[src/common/cpu_defs.svh]
`ifndef CPU_DEFS_SVH
`define CPU_DEFS_SVH

// instruction buffer geometry
`define IQ_FETCH_WIDTH 4   // fetch slots per cycle, one fifo channel each
`define IQ_DEPTH       8   // entries per channel, power of two

`endif

[src/common/instr_pkg.sv]
package instr_pkg;

	// architectural widths of one buffered instruction
	localparam int unsigned XLEN = 32;
	localparam int unsigned ILEN = 32;

	// entry handed from fetch through the queue to decode, 65 bits
	typedef struct packed {
		logic [XLEN-1:0] pc;          // fetch address
		logic [ILEN-1:0] instr;       // raw encoding
		logic            pred_taken;  // branch predictor verdict
	} instr_entry_t;

endpackage

[src/common/iq_csr_pkg.sv]
package iq_csr_pkg;

	// register bus geometry
	localparam int unsigned IQ_ADDR_W = 4;
	localparam int unsigned IQ_DATA_W = 32;

	// register map
	localparam logic [IQ_ADDR_W-1:0] IQ_ADDR_CTRL   = 4'h0;  // issue limit, flush request
	localparam logic [IQ_ADDR_W-1:0] IQ_ADDR_STATUS = 4'h4;  // occupancy, read only

	// ctrl fields
	localparam int unsigned IQ_LIMIT_W        = 3;
	localparam int unsigned IQ_CTRL_FLUSH_BIT = 31;

	// configuration seen by the datapath
	typedef struct packed {
		logic [IQ_LIMIT_W-1:0] issue_limit;  // 0 selects the full fetch width
		logic                  flush;        // single cycle pulse
	} iq_cfg_t;

endpackage

[src/rtl/fifo_v3.sv]
`timescale 1ns/1ps

module fifo_v3 #(
	parameter int unsigned DEPTH = 8,             // power of two, at least 2
	parameter type         dtype = logic [31:0]
)(
	input  logic clk,
	input  logic rst_n,
	input  logic flush_i,
	output logic full_o,
	output logic empty_o,
	input  dtype data_i,
	input  logic push_i,
	output dtype data_o,
	input  logic pop_i
);

	localparam int unsigned ADDR_W = $clog2(DEPTH);

	logic [ADDR_W:0] wr_ptr_q;  // top bit flips on each wrap
	logic [ADDR_W:0] rd_ptr_q;
	dtype            mem_q [DEPTH];

	assign empty_o = (wr_ptr_q == rd_ptr_q);
	assign full_o  = (wr_ptr_q[ADDR_W] != rd_ptr_q[ADDR_W]) &&
	                 (wr_ptr_q[ADDR_W-1:0] == rd_ptr_q[ADDR_W-1:0]);

	// head entry falls through without a read cycle
	assign data_o = mem_q[rd_ptr_q[ADDR_W-1:0]];

	always_ff @(posedge clk or negedge rst_n) begin
		if (!rst_n) begin
			wr_ptr_q <= '0;
			rd_ptr_q <= '0;
		end else if (flush_i) begin
			wr_ptr_q <= '0;
			rd_ptr_q <= '0;
		end else begin
			if (push_i) begin
				wr_ptr_q <= wr_ptr_q + 1'b1;
			end
			if (pop_i) begin
				rd_ptr_q <= rd_ptr_q + 1'b1;
			end
		end
	end

	always_ff @(posedge clk) begin
		if (push_i && !flush_i) begin
			mem_q[wr_ptr_q[ADDR_W-1:0]] <= data_i;
		end
	end

	// the banked queue's free-space rule must keep full channels out of a push
	a_no_push_full: assert property (@(posedge clk) disable iff (!rst_n)
		push_i && !flush_i |-> !full_o)
		else $error("fifo_v3: push into full channel");

	a_no_pop_empty: assert property (@(posedge clk) disable iff (!rst_n)
		pop_i && !flush_i |-> !empty_o)
		else $error("fifo_v3: pop from empty channel");

endmodule

[src/instr_queue/multi_queue.sv]
`timescale 1ns/1ps

module multi_queue #(
	parameter int unsigned  FETCH_WIDTH = 4,
	parameter int unsigned  DEPTH       = 8,
	parameter type          dtype       = logic [31:0],
	localparam int unsigned IDX_W       = $clog2(FETCH_WIDTH + 1),
	localparam int unsigned CAP         = FETCH_WIDTH * DEPTH,
	localparam int unsigned CNT_W       = $clog2(CAP + 1)
)(
	input  logic                   clk,
	input  logic                   rst_n,
	input  logic                   flush_i,
	input  dtype [FETCH_WIDTH-1:0] push_data_i,  // compacted, slot 0 first
	input  logic [IDX_W-1:0]       push_num_i,
	output dtype [FETCH_WIDTH-1:0] pop_data_o,   // oldest entry in slot 0
	input  logic [IDX_W-1:0]       pop_num_i,
	output logic [CNT_W-1:0]       count_o
);

	logic [IDX_W-1:0]       wr_ptr_q;  // channel taking the next write
	logic [IDX_W-1:0]       rd_ptr_q;  // channel holding the oldest entry
	logic [FETCH_WIDTH-1:0] ch_push;
	logic [FETCH_WIDTH-1:0] ch_pop;
	logic [FETCH_WIDTH-1:0] ch_full;
	logic [FETCH_WIDTH-1:0] ch_empty;
	dtype [FETCH_WIDTH-1:0] ch_din;
	dtype [FETCH_WIDTH-1:0] ch_dout;

	// reduce a value below 2*FETCH_WIDTH into a channel number
	function automatic logic [IDX_W-1:0] wrap(input logic [IDX_W:0] v);
		return (v >= FETCH_WIDTH) ? IDX_W'(v - FETCH_WIDTH) : IDX_W'(v);
	endfunction

	for (genvar c = 0; c < FETCH_WIDTH; c++) begin : gen_chan
		logic [IDX_W-1:0] wr_slot;  // bundle slot landing in this channel
		logic [IDX_W-1:0] rd_slot;

		assign wr_slot = wrap((IDX_W+1)'(c + FETCH_WIDTH - wr_ptr_q));
		assign rd_slot = wrap((IDX_W+1)'(c + FETCH_WIDTH - rd_ptr_q));

		assign ch_push[c] = (wr_slot < push_num_i);
		assign ch_pop[c]  = (rd_slot < pop_num_i);
		assign ch_din[c]  = push_data_i[wr_slot];

		// rotate the heads back into age order
		assign pop_data_o[c] = ch_dout[wrap((IDX_W+1)'(rd_ptr_q + c))];

		fifo_v3 #(
			.DEPTH   ( DEPTH ),
			.dtype   ( dtype )
		) u_fifo (
			.clk     ( clk         ),
			.rst_n   ( rst_n       ),
			.flush_i ( flush_i     ),
			.full_o  ( ch_full[c]  ),
			.empty_o ( ch_empty[c] ),
			.data_i  ( ch_din[c]   ),
			.push_i  ( ch_push[c]  ),
			.data_o  ( ch_dout[c]  ),
			.pop_i   ( ch_pop[c]   )
		);
	end

	always_ff @(posedge clk or negedge rst_n) begin
		if (!rst_n) begin
			wr_ptr_q <= '0;
			rd_ptr_q <= '0;
			count_o  <= '0;
		end else if (flush_i) begin
			wr_ptr_q <= '0;
			rd_ptr_q <= '0;
			count_o  <= '0;
		end else begin
			wr_ptr_q <= wrap({1'b0, wr_ptr_q} + push_num_i);
			rd_ptr_q <= wrap({1'b0, rd_ptr_q} + pop_num_i);
			count_o  <= count_o + CNT_W'(push_num_i) - CNT_W'(pop_num_i);
		end
	end

	a_pop_le_count: assert property (@(posedge clk) disable iff (!rst_n)
		CNT_W'(pop_num_i) <= count_o)
		else $error("multi_queue: pop of %0d with count %0d", pop_num_i, count_o);

	// count agrees with the channels: empty means every fifo drained
	a_count_cap: assert property (@(posedge clk) disable iff (!rst_n)
		(count_o <= CAP) && ((count_o == '0) == (&ch_empty)))
		else $error("multi_queue: count %0d out of step with channels", count_o);

	a_full_means_cap: assert property (@(posedge clk) disable iff (!rst_n)
		(&ch_full) |-> (count_o == CAP))
		else $error("multi_queue: all channels full below capacity");

endmodule

[src/instr_queue/iq_regs.sv]
`timescale 1ns/1ps

module iq_regs import iq_csr_pkg::*; #(
	parameter int unsigned  FETCH_WIDTH = 4,
	parameter int unsigned  DEPTH       = 8,
	localparam int unsigned CNT_W       = $clog2(FETCH_WIDTH * DEPTH + 1)
)(
	input  logic                 clk,
	input  logic                 rst_n,
	input  logic                 reg_we_i,
	input  logic [IQ_ADDR_W-1:0] reg_addr_i,
	input  logic [IQ_DATA_W-1:0] reg_wdata_i,
	output logic [IQ_DATA_W-1:0] reg_rdata_o,
	input  logic                 flush_i,     // branch mispredict
	input  logic [CNT_W-1:0]     count_i,
	output iq_cfg_t              cfg_o
);

	logic [IQ_LIMIT_W-1:0] limit_q;
	logic                  flush_q;  // software flush, one cycle after the write
	logic                  ctrl_wr;

	assign ctrl_wr = reg_we_i && (reg_addr_i == IQ_ADDR_CTRL);

	always_ff @(posedge clk or negedge rst_n) begin
		if (!rst_n) begin
			limit_q <= '0;
			flush_q <= 1'b0;
		end else begin
			flush_q <= ctrl_wr && reg_wdata_i[IQ_CTRL_FLUSH_BIT];
			if (ctrl_wr) begin
				limit_q <= reg_wdata_i[IQ_LIMIT_W-1:0];
			end
		end
	end

	assign cfg_o.issue_limit = limit_q;
	assign cfg_o.flush       = flush_q | flush_i;

	// status is read only, writes there fall through
	always_comb begin
		reg_rdata_o = '0;
		case (reg_addr_i)
			IQ_ADDR_CTRL:   reg_rdata_o = IQ_DATA_W'(limit_q);
			IQ_ADDR_STATUS: reg_rdata_o = IQ_DATA_W'(count_i);
			default:        reg_rdata_o = '0;
		endcase
	end

endmodule

[src/rtl/fetch_packer.sv]
`timescale 1ns/1ps

module fetch_packer import instr_pkg::*; #(
	parameter int unsigned  FETCH_WIDTH = 4,
	parameter int unsigned  DEPTH       = 8,
	localparam int unsigned IDX_W       = $clog2(FETCH_WIDTH + 1),
	localparam int unsigned CAP         = FETCH_WIDTH * DEPTH,
	localparam int unsigned CNT_W       = $clog2(CAP + 1)
)(
	input  instr_entry_t [FETCH_WIDTH-1:0] fetch_bundle_i,
	input  logic [FETCH_WIDTH-1:0]         fetch_mask_i,
	input  logic                           fetch_valid_i,
	input  logic [CNT_W-1:0]               count_i,
	output logic                           fetch_ready_o,
	output instr_entry_t [FETCH_WIDTH-1:0] push_data_o,
	output logic [IDX_W-1:0]               push_num_o
);

	logic [IDX_W-1:0] mask_cnt;
	logic [CNT_W-1:0] free_space;

	// squeeze valid slots down, keeping program order
	always_comb begin
		logic [IDX_W-1:0] wr_idx;

		wr_idx      = '0;
		push_data_o = '0;
		for (int i = 0; i < FETCH_WIDTH; i++) begin
			if (fetch_mask_i[i]) begin
				push_data_o[wr_idx] = fetch_bundle_i[i];
				wr_idx              = wr_idx + 1'b1;
			end
		end
		mask_cnt = wr_idx;
	end

	// same-cycle pops are not credited
	assign free_space    = CNT_W'(CAP) - count_i;
	assign fetch_ready_o = (free_space >= CNT_W'(mask_cnt));
	assign push_num_o    = (fetch_valid_i && fetch_ready_o) ? mask_cnt : '0;

endmodule

[src/rtl/decode_dispatch.sv]
`timescale 1ns/1ps

module decode_dispatch import instr_pkg::*; import iq_csr_pkg::*; #(
	parameter int unsigned  FETCH_WIDTH = 4,
	parameter int unsigned  DEPTH       = 8,
	localparam int unsigned IDX_W       = $clog2(FETCH_WIDTH + 1),
	localparam int unsigned CNT_W       = $clog2(FETCH_WIDTH * DEPTH + 1)
)(
	input  instr_entry_t [FETCH_WIDTH-1:0] pop_data_i,   // oldest first
	input  logic [CNT_W-1:0]               count_i,
	input  iq_cfg_t                        cfg_i,
	input  logic [IDX_W-1:0]               dec_take_i,
	output instr_entry_t [FETCH_WIDTH-1:0] dec_bundle_o,
	output logic [FETCH_WIDTH-1:0]         dec_valid_o,
	output logic [IDX_W-1:0]               pop_num_o
);

	logic [IDX_W-1:0] eff_limit;
	logic [IDX_W-1:0] offered;  // entries shown to decode this cycle

	always_comb begin
		// zero or an oversized limit both mean the whole width
		if (cfg_i.issue_limit == '0 || cfg_i.issue_limit > FETCH_WIDTH) begin
			eff_limit = IDX_W'(FETCH_WIDTH);
		end else begin
			eff_limit = IDX_W'(cfg_i.issue_limit);
		end
		offered = (count_i < CNT_W'(eff_limit)) ? IDX_W'(count_i) : eff_limit;
	end

	for (genvar i = 0; i < FETCH_WIDTH; i++) begin : gen_valid
		assign dec_valid_o[i] = (i < offered);
	end

	assign dec_bundle_o = pop_data_i;
	assign pop_num_o    = (dec_take_i < offered) ? dec_take_i : offered;  // clip to offer

endmodule

[src/rtl/instr_buffer_top.sv]
`timescale 1ns/1ps
`include "cpu_defs.svh"

module instr_buffer_top import instr_pkg::*; import iq_csr_pkg::*; #(
	parameter int unsigned  FETCH_WIDTH = `IQ_FETCH_WIDTH,
	parameter int unsigned  DEPTH       = `IQ_DEPTH,
	localparam int unsigned IDX_W       = $clog2(FETCH_WIDTH + 1)
)(
	input  logic                           clk,
	input  logic                           rst_n,
	input  logic                           flush_i,
	input  instr_entry_t [FETCH_WIDTH-1:0] fetch_bundle_i,
	input  logic [FETCH_WIDTH-1:0]         fetch_mask_i,
	input  logic                           fetch_valid_i,
	output logic                           fetch_ready_o,
	output instr_entry_t [FETCH_WIDTH-1:0] dec_bundle_o,
	output logic [FETCH_WIDTH-1:0]         dec_valid_o,
	input  logic [IDX_W-1:0]               dec_take_i,
	input  logic                           reg_we_i,
	input  logic [IQ_ADDR_W-1:0]           reg_addr_i,
	input  logic [IQ_DATA_W-1:0]           reg_wdata_i,
	output logic [IQ_DATA_W-1:0]           reg_rdata_o
);

	localparam int unsigned CNT_W = $clog2(FETCH_WIDTH * DEPTH + 1);

	instr_entry_t [FETCH_WIDTH-1:0] push_data;
	instr_entry_t [FETCH_WIDTH-1:0] pop_data;
	logic [IDX_W-1:0]               push_num;
	logic [IDX_W-1:0]               pop_num;
	logic [CNT_W-1:0]               count;
	iq_cfg_t                        cfg;

	fetch_packer #(
		.FETCH_WIDTH    ( FETCH_WIDTH ),
		.DEPTH          ( DEPTH       )
	) u_packer (
		.fetch_bundle_i ( fetch_bundle_i ),
		.fetch_mask_i   ( fetch_mask_i   ),
		.fetch_valid_i  ( fetch_valid_i  ),
		.count_i        ( count          ),
		.fetch_ready_o  ( fetch_ready_o  ),
		.push_data_o    ( push_data      ),
		.push_num_o     ( push_num       )
	);

	multi_queue #(
		.FETCH_WIDTH ( FETCH_WIDTH   ),
		.DEPTH       ( DEPTH         ),
		.dtype       ( instr_entry_t )
	) u_queue (
		.clk         ( clk       ),
		.rst_n       ( rst_n     ),
		.flush_i     ( cfg.flush ),
		.push_data_i ( push_data ),
		.push_num_i  ( push_num  ),
		.pop_data_o  ( pop_data  ),
		.pop_num_i   ( pop_num   ),
		.count_o     ( count     )
	);

	decode_dispatch #(
		.FETCH_WIDTH  ( FETCH_WIDTH ),
		.DEPTH        ( DEPTH       )
	) u_dispatch (
		.pop_data_i   ( pop_data     ),
		.count_i      ( count        ),
		.cfg_i        ( cfg          ),
		.dec_take_i   ( dec_take_i   ),
		.dec_bundle_o ( dec_bundle_o ),
		.dec_valid_o  ( dec_valid_o  ),
		.pop_num_o    ( pop_num      )
	);

	iq_regs #(
		.FETCH_WIDTH ( FETCH_WIDTH ),
		.DEPTH       ( DEPTH       )
	) u_regs (
		.clk         ( clk         ),
		.rst_n       ( rst_n       ),
		.reg_we_i    ( reg_we_i    ),
		.reg_addr_i  ( reg_addr_i  ),
		.reg_wdata_i ( reg_wdata_i ),
		.reg_rdata_o ( reg_rdata_o ),
		.flush_i     ( flush_i     ),
		.count_i     ( count       ),
		.cfg_o       ( cfg         )
	);

endmodule

[config.mk]
export PLATFORM = sky130hd
export DESIGN_NAME = instr_buffer_top
export DESIGN_NICKNAME = d
export VERILOG_FILES = /design/src/common/instr_pkg.sv /design/src/common/iq_csr_pkg.sv /design/src/rtl/fifo_v3.sv /design/src/instr_queue/multi_queue.sv /design/src/instr_queue/iq_regs.sv /design/src/rtl/fetch_packer.sv /design/src/rtl/decode_dispatch.sv /design/src/rtl/instr_buffer_top.sv
export VERILOG_INCLUDE_DIRS = /design/src /design/src/common
export SDC_FILE = /design/constraint.sdc
export NUM_CORES = 2
export LEC_CHECK = 0
export BUFFER_PORTS_ARGS = -buffer_cell sky130_fd_sc_hd__clkbuf_2
export CORE_MARGIN = 3
export CORE_UTILIZATION = 61
export DETAILED_ROUTE_END_ITERATION = 12
export PLACE_DENSITY = 0.8
export REMOVE_ABC_BUFFERS = 1
export SLEW_MARGIN = 20
export SYNTH_ARGS = -nofsm -noshare
export SYNTH_HDL_FRONTEND = slang
export SYNTH_SLANG_ARGS = --single-unit
[constraint.sdc]
create_clock -name clk -period 11 [get_ports clk]
set_input_delay 0.55 -clock clk [delete_from_list [all_inputs] [get_ports clk]]
set_output_delay 0.55 -clock clk [all_outputs]
set_load 0.005 [all_outputs]
# [Yosys cells after proc, flatten, opt, wreduce, memory -nomap -nowiden]
# Memory sizes are Yosys's and may differ from the RTL's.
# Cells that the tools add are included.
[totals] ff_bits=48 latchBits=0 ramBits=2080 mem_bits_ro=0 input_bits=308 elab_cells=205 memories=4
[mem_list] name="u_queue.gen_chan[0].u_fifo.mem_q" depth=8 word_bits=65 rd=1 rd_clocked_by_memory_dff=0 write_ports=1 line_no="fifo_v3.sv:22" rtl="dtype mem_q [DEPTH];"
[mem_list] name="u_queue.gen_chan[1].u_fifo.mem_q" depth=8 word_bits=65 rd=1 rd_clocked_by_memory_dff=0 write_ports=1 line_no="fifo_v3.sv:22"
[mem_list] name="u_queue.gen_chan[2].u_fifo.mem_q" depth=8 word_bits=65 rd=1 rd_clocked_by_memory_dff=0 write_ports=1 line_no="fifo_v3.sv:22"
[mem_list] name="u_queue.gen_chan[3].u_fifo.mem_q" depth=8 word_bits=65 rd=1 rd_clocked_by_memory_dff=0 write_ports=1 line_no="fifo_v3.sv:22"
[op_classes] addsub=41 n_mul=0 n_div=0 n_lt_le_gt_ge=44 eq_ne=1 shifts=0 muxes=79 bitwise_logic=1 n_reduce_logical=22
[ops] cell="$bmux 65 s2" count=8
[ops] cell="$bwmux 260" count=3
[ops] cell="$mux 260" count=3
[ops] cell="$mux 65" count=12
[ops] cell="$demux 65 s2" count=3
[ops] cell="$mux 3" count=23
[ops] cell="$mux 4" count=16
[ops] cell="$ge 4x3->1 const B" count=13
[ops] cell="$sub 3x3->3 const B" count=14
[ops] cell="$add 4x1->4 const B" count=8
[ops] cell="$sub 3x3->4 const A" count=8
[ops] cell="$lt 3x3->1 const B" count=10
[ops] cell="$lt 3x3->1" count=9
[ops] cell="$reduce_bool 2->1" count=8
[ops] cell="$pmux 6 s2" count=1
[ops] cell="$logic_and 1x1->1" count=10
[ops] cell="$mux 1" count=9
[ops] cell="$add 3x2->4 const B" count=2
[ops] cell="$add 3x3->4" count=2
[ops] cell="$add 3x1->3 const B" count=2
[ops] cell="$add 6x3->6" count=1
[ops] cell="$ge 3x1->1 const B" count=2
[ops] cell="$ge 6x3->1" count=1
[ops] cell="$lt 1x3->1 const A" count=2
[ops] cell="other kinds (17)" count=18

# [Longest topological paths before layout]
[logic_depth] ltp_word=14 ltp_mapped=24 ltp_nobuf=19

# [By module]
# A second synthesis with hierarchy kept.
[hier_totals] cells_unflattened=5226 hier_area_um2=101483.6
[modules_own_cells] mod="fifo_v3 at u_queue.gen_chan[2].u_fifo ..." n_inst=2 cells_each=807 area_each_um2=19972.9
[modules_own_cells] mod="fifo_v3 at u_queue.gen_chan[1].u_fifo" n_inst=1 cells_each=808 area_each_um2=19981.7
[modules_own_cells] mod="fifo_v3 at u_queue.gen_chan[0].u_fifo" n_inst=1 cells_each=808 area_each_um2=19979.2
[modules_own_cells] mod="multi_queue" n_inst=1 cells_each=781 area_each_um2=13913.3
[modules_own_cells] mod="fetch_packer" n_inst=1 cells_each=873 area_each_um2=4983.5
[modules_own_cells] mod="decode_dispatch" n_inst=1 cells_each=292 area_each_um2=2210.9
[modules_own_cells] mod="iq_regs" n_inst=1 cells_each=50 area_each_um2=469.2

# [Worst setup path before layout]
# No wires, ideal clock.
[synth_path] kind="input to register" from="in fetch_mask_i[1]" to="mem u_queue.gen_chan[1].u_fifo.mem_q[0][0] in the netlist's numbering (enable)" setup_ps=582 t_arrival_ps=9497 required_time_ps=10418 path_slack_ps=922 path_stages=22 path_cell_list="clkbuf_1 > clkbuf_1 > clkbuf_1 > inv_1 > ha_1 > buf_2 > and3_1 > inv_2 > buf_2 > buf_1 > ha_1 > mux2_2 > ha_1 > nor2b_1 > o31ai_1 > or2_1 > ha_1 > o21bai_1 > a21oi_1 > nand2_1 > nor2_1 > nor3b_1"
[synth_between] elab_chain_len=12
[synth_rtl] element="from (decl)" line_no="instr_buffer_top.sv:13" rtl="input logic [FETCH_WIDTH-1:0] fetch_mask_i,"
[synth_rtl] element="$mux 3 *" line_no="fetch_packer.sv:29" rtl="if (fetch_mask_i[i]) begin"
[synth_rtl] element="$add 3x1->3" line_no="fetch_packer.sv:31" rtl="wr_idx = wr_idx + 1'b1;"
[synth_rtl] element="$mux 3 *" line_no="fetch_packer.sv:29"
[synth_rtl] element="$add 3x1->3" line_no="fetch_packer.sv:31"
[synth_rtl] element="$mux 3 *" line_no="fetch_packer.sv:29"
[synth_rtl] element="$ge 6x3->1" line_no="fetch_packer.sv:39" rtl="assign fetch_ready_o = (free_space >= CNT_W'(mask_cnt));"
[synth_rtl] element="$logic_and 1x1->1" line_no="fetch_packer.sv:40" rtl="assign push_num_o = (fetch_valid_i && fetch_ready_o) ? mask_cnt : '0;"
[synth_rtl] element="$mux 3 *" line_no="fetch_packer.sv:40"
[synth_rtl] element="$lt 3x3->1 *" line_no="multi_queue.sv:42" rtl="assign ch_push[c] = (wr_slot < push_num_i);"
[synth_rtl] element="$logic_and 1x1->1 *" line_no="fifo_v3.sv:49" rtl="if (push_i && !flush_i) begin"
[synth_rtl] element="$mux 1 *" line_no="fifo_v3.sv:49"
[synth_rtl] element="$mux 1 (not written as such) *" line_no="fifo_v3.sv:50" rtl="mem_q[wr_ptr_q[ADDR_W-1:0]] <= data_i;"
[synth_rtl] element="to (decl)" line_no="fifo_v3.sv:22"
# Every way passes the cells marked *; elsewhere a longest branch is shown, timed or not.

# [Worst setup path in the final report]
[layout_path] from="in fetch_mask_i[0]" to="mem u_queue.gen_chan[2].u_fifo.mem_q[2][62] in the netlist's numbering (enable)"
[layout_between] elab_chain_len=14
[layout_rtl] element="$mux 1 *" line_no="fetch_packer.sv:29"
[layout_rtl] element="$add 1x1->2" line_no="fetch_packer.sv:31"
[layout_rtl] element="$mux 3 *" line_no="fetch_packer.sv:29"
[layout_rtl] element="$add 3x1->3" line_no="fetch_packer.sv:31"
[layout_rtl] element="$mux 3 *" line_no="fetch_packer.sv:29"
[layout_rtl] element="$add 3x1->3" line_no="fetch_packer.sv:31"
[layout_rtl] element="$mux 3 *" line_no="fetch_packer.sv:29"
[layout_rtl] element="$ge 6x3->1" line_no="fetch_packer.sv:39"
[layout_rtl] element="$logic_and 1x1->1" line_no="fetch_packer.sv:40"
[layout_rtl] element="$mux 3 *" line_no="fetch_packer.sv:40"
[layout_rtl] element="$lt 3x3->1 *" line_no="multi_queue.sv:42"
[layout_rtl] element="$logic_and 1x1->1 *" line_no="fifo_v3.sv:49"
[layout_rtl] element="$mux 1 *" line_no="fifo_v3.sv:49"
[layout_rtl] element="$mux 1 (not written as such) *" line_no="fifo_v3.sv:50"
[layout_rtl] element="to (decl)" line_no="fifo_v3.sv:22"
# Marks and branches as above.

==> flow_metrics.py <==
metrics = {
    "clocking": {
        "cts_setup_buffers": 0,
        "clock_latency_ns": 0.85,
        "ctsHtreeMaxLevel": 4,
        "cts_made_buffers": 201,
        "clk_path_buf_depth": 3,
        "cts_sinks": 2120,
        "cts-root-buf": "clkbuf_16",
        "hold_buffers": 6,
        "cts_resized": 0,
        "path_clk_slew_ns": 0.06,
        "cts_tree": "done",
    },
    "sta": {
        "slew_viol_final": 0,
        "finalCriticalPeriod_ns": 8.071,
        "fin_setup_tns_ns": 0,
        "finalClockSkew_ns": 0.05885,
        "hold-worst-slack_ns": 0.03992,
        "grt_setup_unrepaired": "false",
        "fmax_mhz": 123.9,
        "fin_crit_sh": 0.7337,
        "tightest_slew_ns": 1.185,
        "setup_viol": 0,
        "hold_viol": 0,
        "slew_headroom": 0.2097,
    },
    "logic_synthesis": {
        "yosysWarnings": 0,
        "synth_area_leader_cell": "edfxtp_1",
        "synthCells": 5233,
        "synth_ff_type": "edfxtp_1",
        "ys_seq_area_frac": 0.6365,
        "async_flop_share": 0.01887,
        "synth_edf_count": 2080,
        "synth_common_cells": "edfxtp_1, mux4_2, mux2_2",
        "synth_top_area_share": 0.6264,
        "avgSynthCellArea_um2": 19.05,
        "syn-cell-area_um2": 99710,
        "ys_top_cells_by_area": "edfxtp_1, mux4_2, mux2_2",
        "synth.most_common_cell": "edfxtp_1",
        "yosysUniqueCellTypes": 63,
        "synth_seq_cells": 2120,
    },
    "setup_path": {
        "worstSetupEndpointType": "flip-flop",
        "slowest_stage": "buf_4",
        "cp.arrival_ns": 8.49,
        "worstPathRequired_ns": 11.42,
        "critPathMaxFanout": 53,
        "cp_cell_sequence": "buf_6 -> inv_2 -> ha_4 -> and3_4 -> inv_4 -> ha_1 -> mux2_2 -> ha_1 -> nor2b_1 -> o31ai_1 -> or2_1 -> ha_1 -> nor2b_1 -> o21ai_0 -> nand2b_1 -> or3_1 -> nor2_4 -> buf_4",
        "start_kind": "input pin",
        "slowest_delay_ns": 0.86,
        "critPathKind": "in2reg",
        "cpMostUsedCell": "ha_1",
    },
    "grt": {
        "grt_pass1_vias": 59890,
        "gr-total-overflow": 0,
        "grt_pass1_wl_um": 425000,
        "grt_max_degree": 70,
        "antenna_found_initial": 13,
        "track_usage": 0.3557,
    },
    "detailed_routing": {
        "wire_per_inst_um": 37.15,
        "drt_iter0_drc": 9170,
        "vias": 59350,
        "postRouteAntennaNets": 0,
        "postRouteWirelength_um": 299000,
        "routed_via_density": 7.374,
        "drcViolationCount": 0,
        "dr.pass1.iters": 7,
    },
    "power": {
        "p_comb_frac": 0.388,
        "irDropWorstVdd_v": 0.0002076,
        "power_frac_seq": 0.366,
        "clock_power_share": 0.245,
        "p_leak_nw": 38.76,
        "power_switching_share": 0.3302,
        "internal_power_mw": 19.24,
        "power_density_nw_per_um2": 258.0,
        "power_switching_mw": 9.488,
    },
    "floorplan": {
        "die-area_um2": 168300,
        "die_w_um": 410.3,
        "initial_core_util": 0.6174,
        "die_h_um": 410.3,
        "coreArea_um2": 161500,
        "io_pins": 605,
        "rows": 147,
    },
    "worst_hold_path": {
        "min_path_type": "in2reg",
    },
    "final_layout": {
        "drive_gt1_frac": 0.3962,
        "nNetsFinal": 6083,
        "syn_to_final_growth_pct": 11.68,
    },
    "placed_design": {
        "dp_hpwl_um": 181900,
        "gp_congestion": 0.8402,
        "portBuffers": 550,
    },
    "outcome": {
        "status": "finished, final reports clean",
    },
    "flow_run": {
        "timing.max_cap.violations": 0,
    },
}
metrics by stage:
step | total power [mW] | cell area (um^2) | setup WS, ns | std cells | utilization
6_report | 28.73 | 111400 | 2.929 | 8048 | 0.6896
5_1_grt | 29.71 | 111300 | 2.824 | 8033 | 0.6893
4_1_cts | 28.68 | 111200 | 3.337 | 8030 | 0.6888
3_5_place_dp | 21.63 | 104500 | 2.523 | 7651 | 0.6470
3_3_place_gp | 21.38 | 104500 | 2.719 | 7651 | 0.6470
2_1_floorplan | 18.33 | 97670 | -9.480 | 4821 | -
power by group through the flow:
stage                     registers [mW]  clock network [mW]  logic [mW]
after floorplan                     11.1                   0        7.26
after global routing                10.5                7.38        11.8
final                               10.5                7.05        11.2
after CTS                           10.5                7.07        11.1
after detailed placement            10.7                   0        10.9
after global placement              10.6                   0        10.7
logic make-up after synthesis:
kind of cell	after synthesis	share of synthesized area
flops	2120	0.6365
mux	1706	0.2768
simple gates	530	0.02920
buf+inv	474	0.02279
compound gates	303	0.02289
fa+ha+maj	72	0.009411
xor+xnor	27	0.002372
other cells	1	0.00003761
per-layer routing:
metal,track usage,wire length [um],up-vias
li1,-,-,22870
met1,0.4731,102600,30610
met2,0.5427,139300,4955
met3,0.1092,41010,905
met4,0.1698,15910,8
met5,0,149,-
critical path, delay by kind of cell:
kind / cells / cell delay [ns]
mux: 1 / 0.29
compound gates: 2 / 0.87
buf+inv: 4 / 2.11
fa+ha+maj: 4 / 1.73
simple gates: 7 / 2.76
cells in the final DEF (no fill, tap or decap), types with 17 or more instances in the layout:
cell       Yosys  final
a41o_1        44     44
clkbuf_16      0    201
a311oi_1      20     20
nor2_4         0     19
buf_4         27    121
and2_1        28     25
nand3_1       49     47
edfxtp_1    2080   2080
a221oi_1      44     44
mux2_2       477    477
bufinv_16      0     23
mux2i_1      403    403
clkinv_1       0     43
nand2_1       20     17
ha_1          67     62
a21oi_1       77     77
conb_1         1     30
mux2_4        30     30
o31a_1        64     64
dfrtp_1       40     24
mux4_2       780    780
clkbuf_1     273     36
nor2_1       126    107
and3_1       179    177
o21ai_0       32     32
clkbuf_2       1    546
nand4_1       64     64
inv_1         30     25
clkinv_2       0     41
sequential cells by signal, indices dropped and copies added, names as in the netlist:
signal,cells
u_queue.gen_chan.u_fifo.rd_ptr_q,12
u_queue.count_o,6
u_queue.wr_ptr_q,3
u_regs.limit_q,3
u_queue.rd_ptr_q,3
u_regs.flush_q,1
u_queue.gen_chan.u_fifo.wr_ptr_q,12
u_queue.gen_chan.u_fifo.mem_q,2080
final cells by class:
type                       instances  area (um^2)
clock inverter                   135         1518
fill                            9919        50130
sequential                      2120        63520
multi-input combinational       2668        34420
clock buffer                     238         5179
antenna                           15        37.54
tap                             2160         2703
inverter                          33        153.9
timing repair buffer             679         3826
path summary, 6_finish.rpt:
check	cells after the start	startpoint	endpoint	slack, ns
setup / recovery	18	fetch_mask_i[0]	u_queue.gen_chan[2].u_fifo.mem_q[2][62]	2.93
hold / removal	3	reg_we_i	u_regs.flush_q	0.04
setup reg to reg	10	u_queue.wr_ptr_q[1]	u_queue.gen_chan[2].u_fifo.mem_q[2][62]	4.64
hold reg to reg	2	u_regs.flush_q	u_queue.count_o[5]	0.55
max in group asynchronous	3	rst_n	u_queue.gen_chan[2].u_fifo.rd_ptr_q[2]	10.16
min in group asynchronous	3	rst_n	u_regs.limit_q[2]	0.31
No activity file was read; power rests on OpenSTA's default activity.
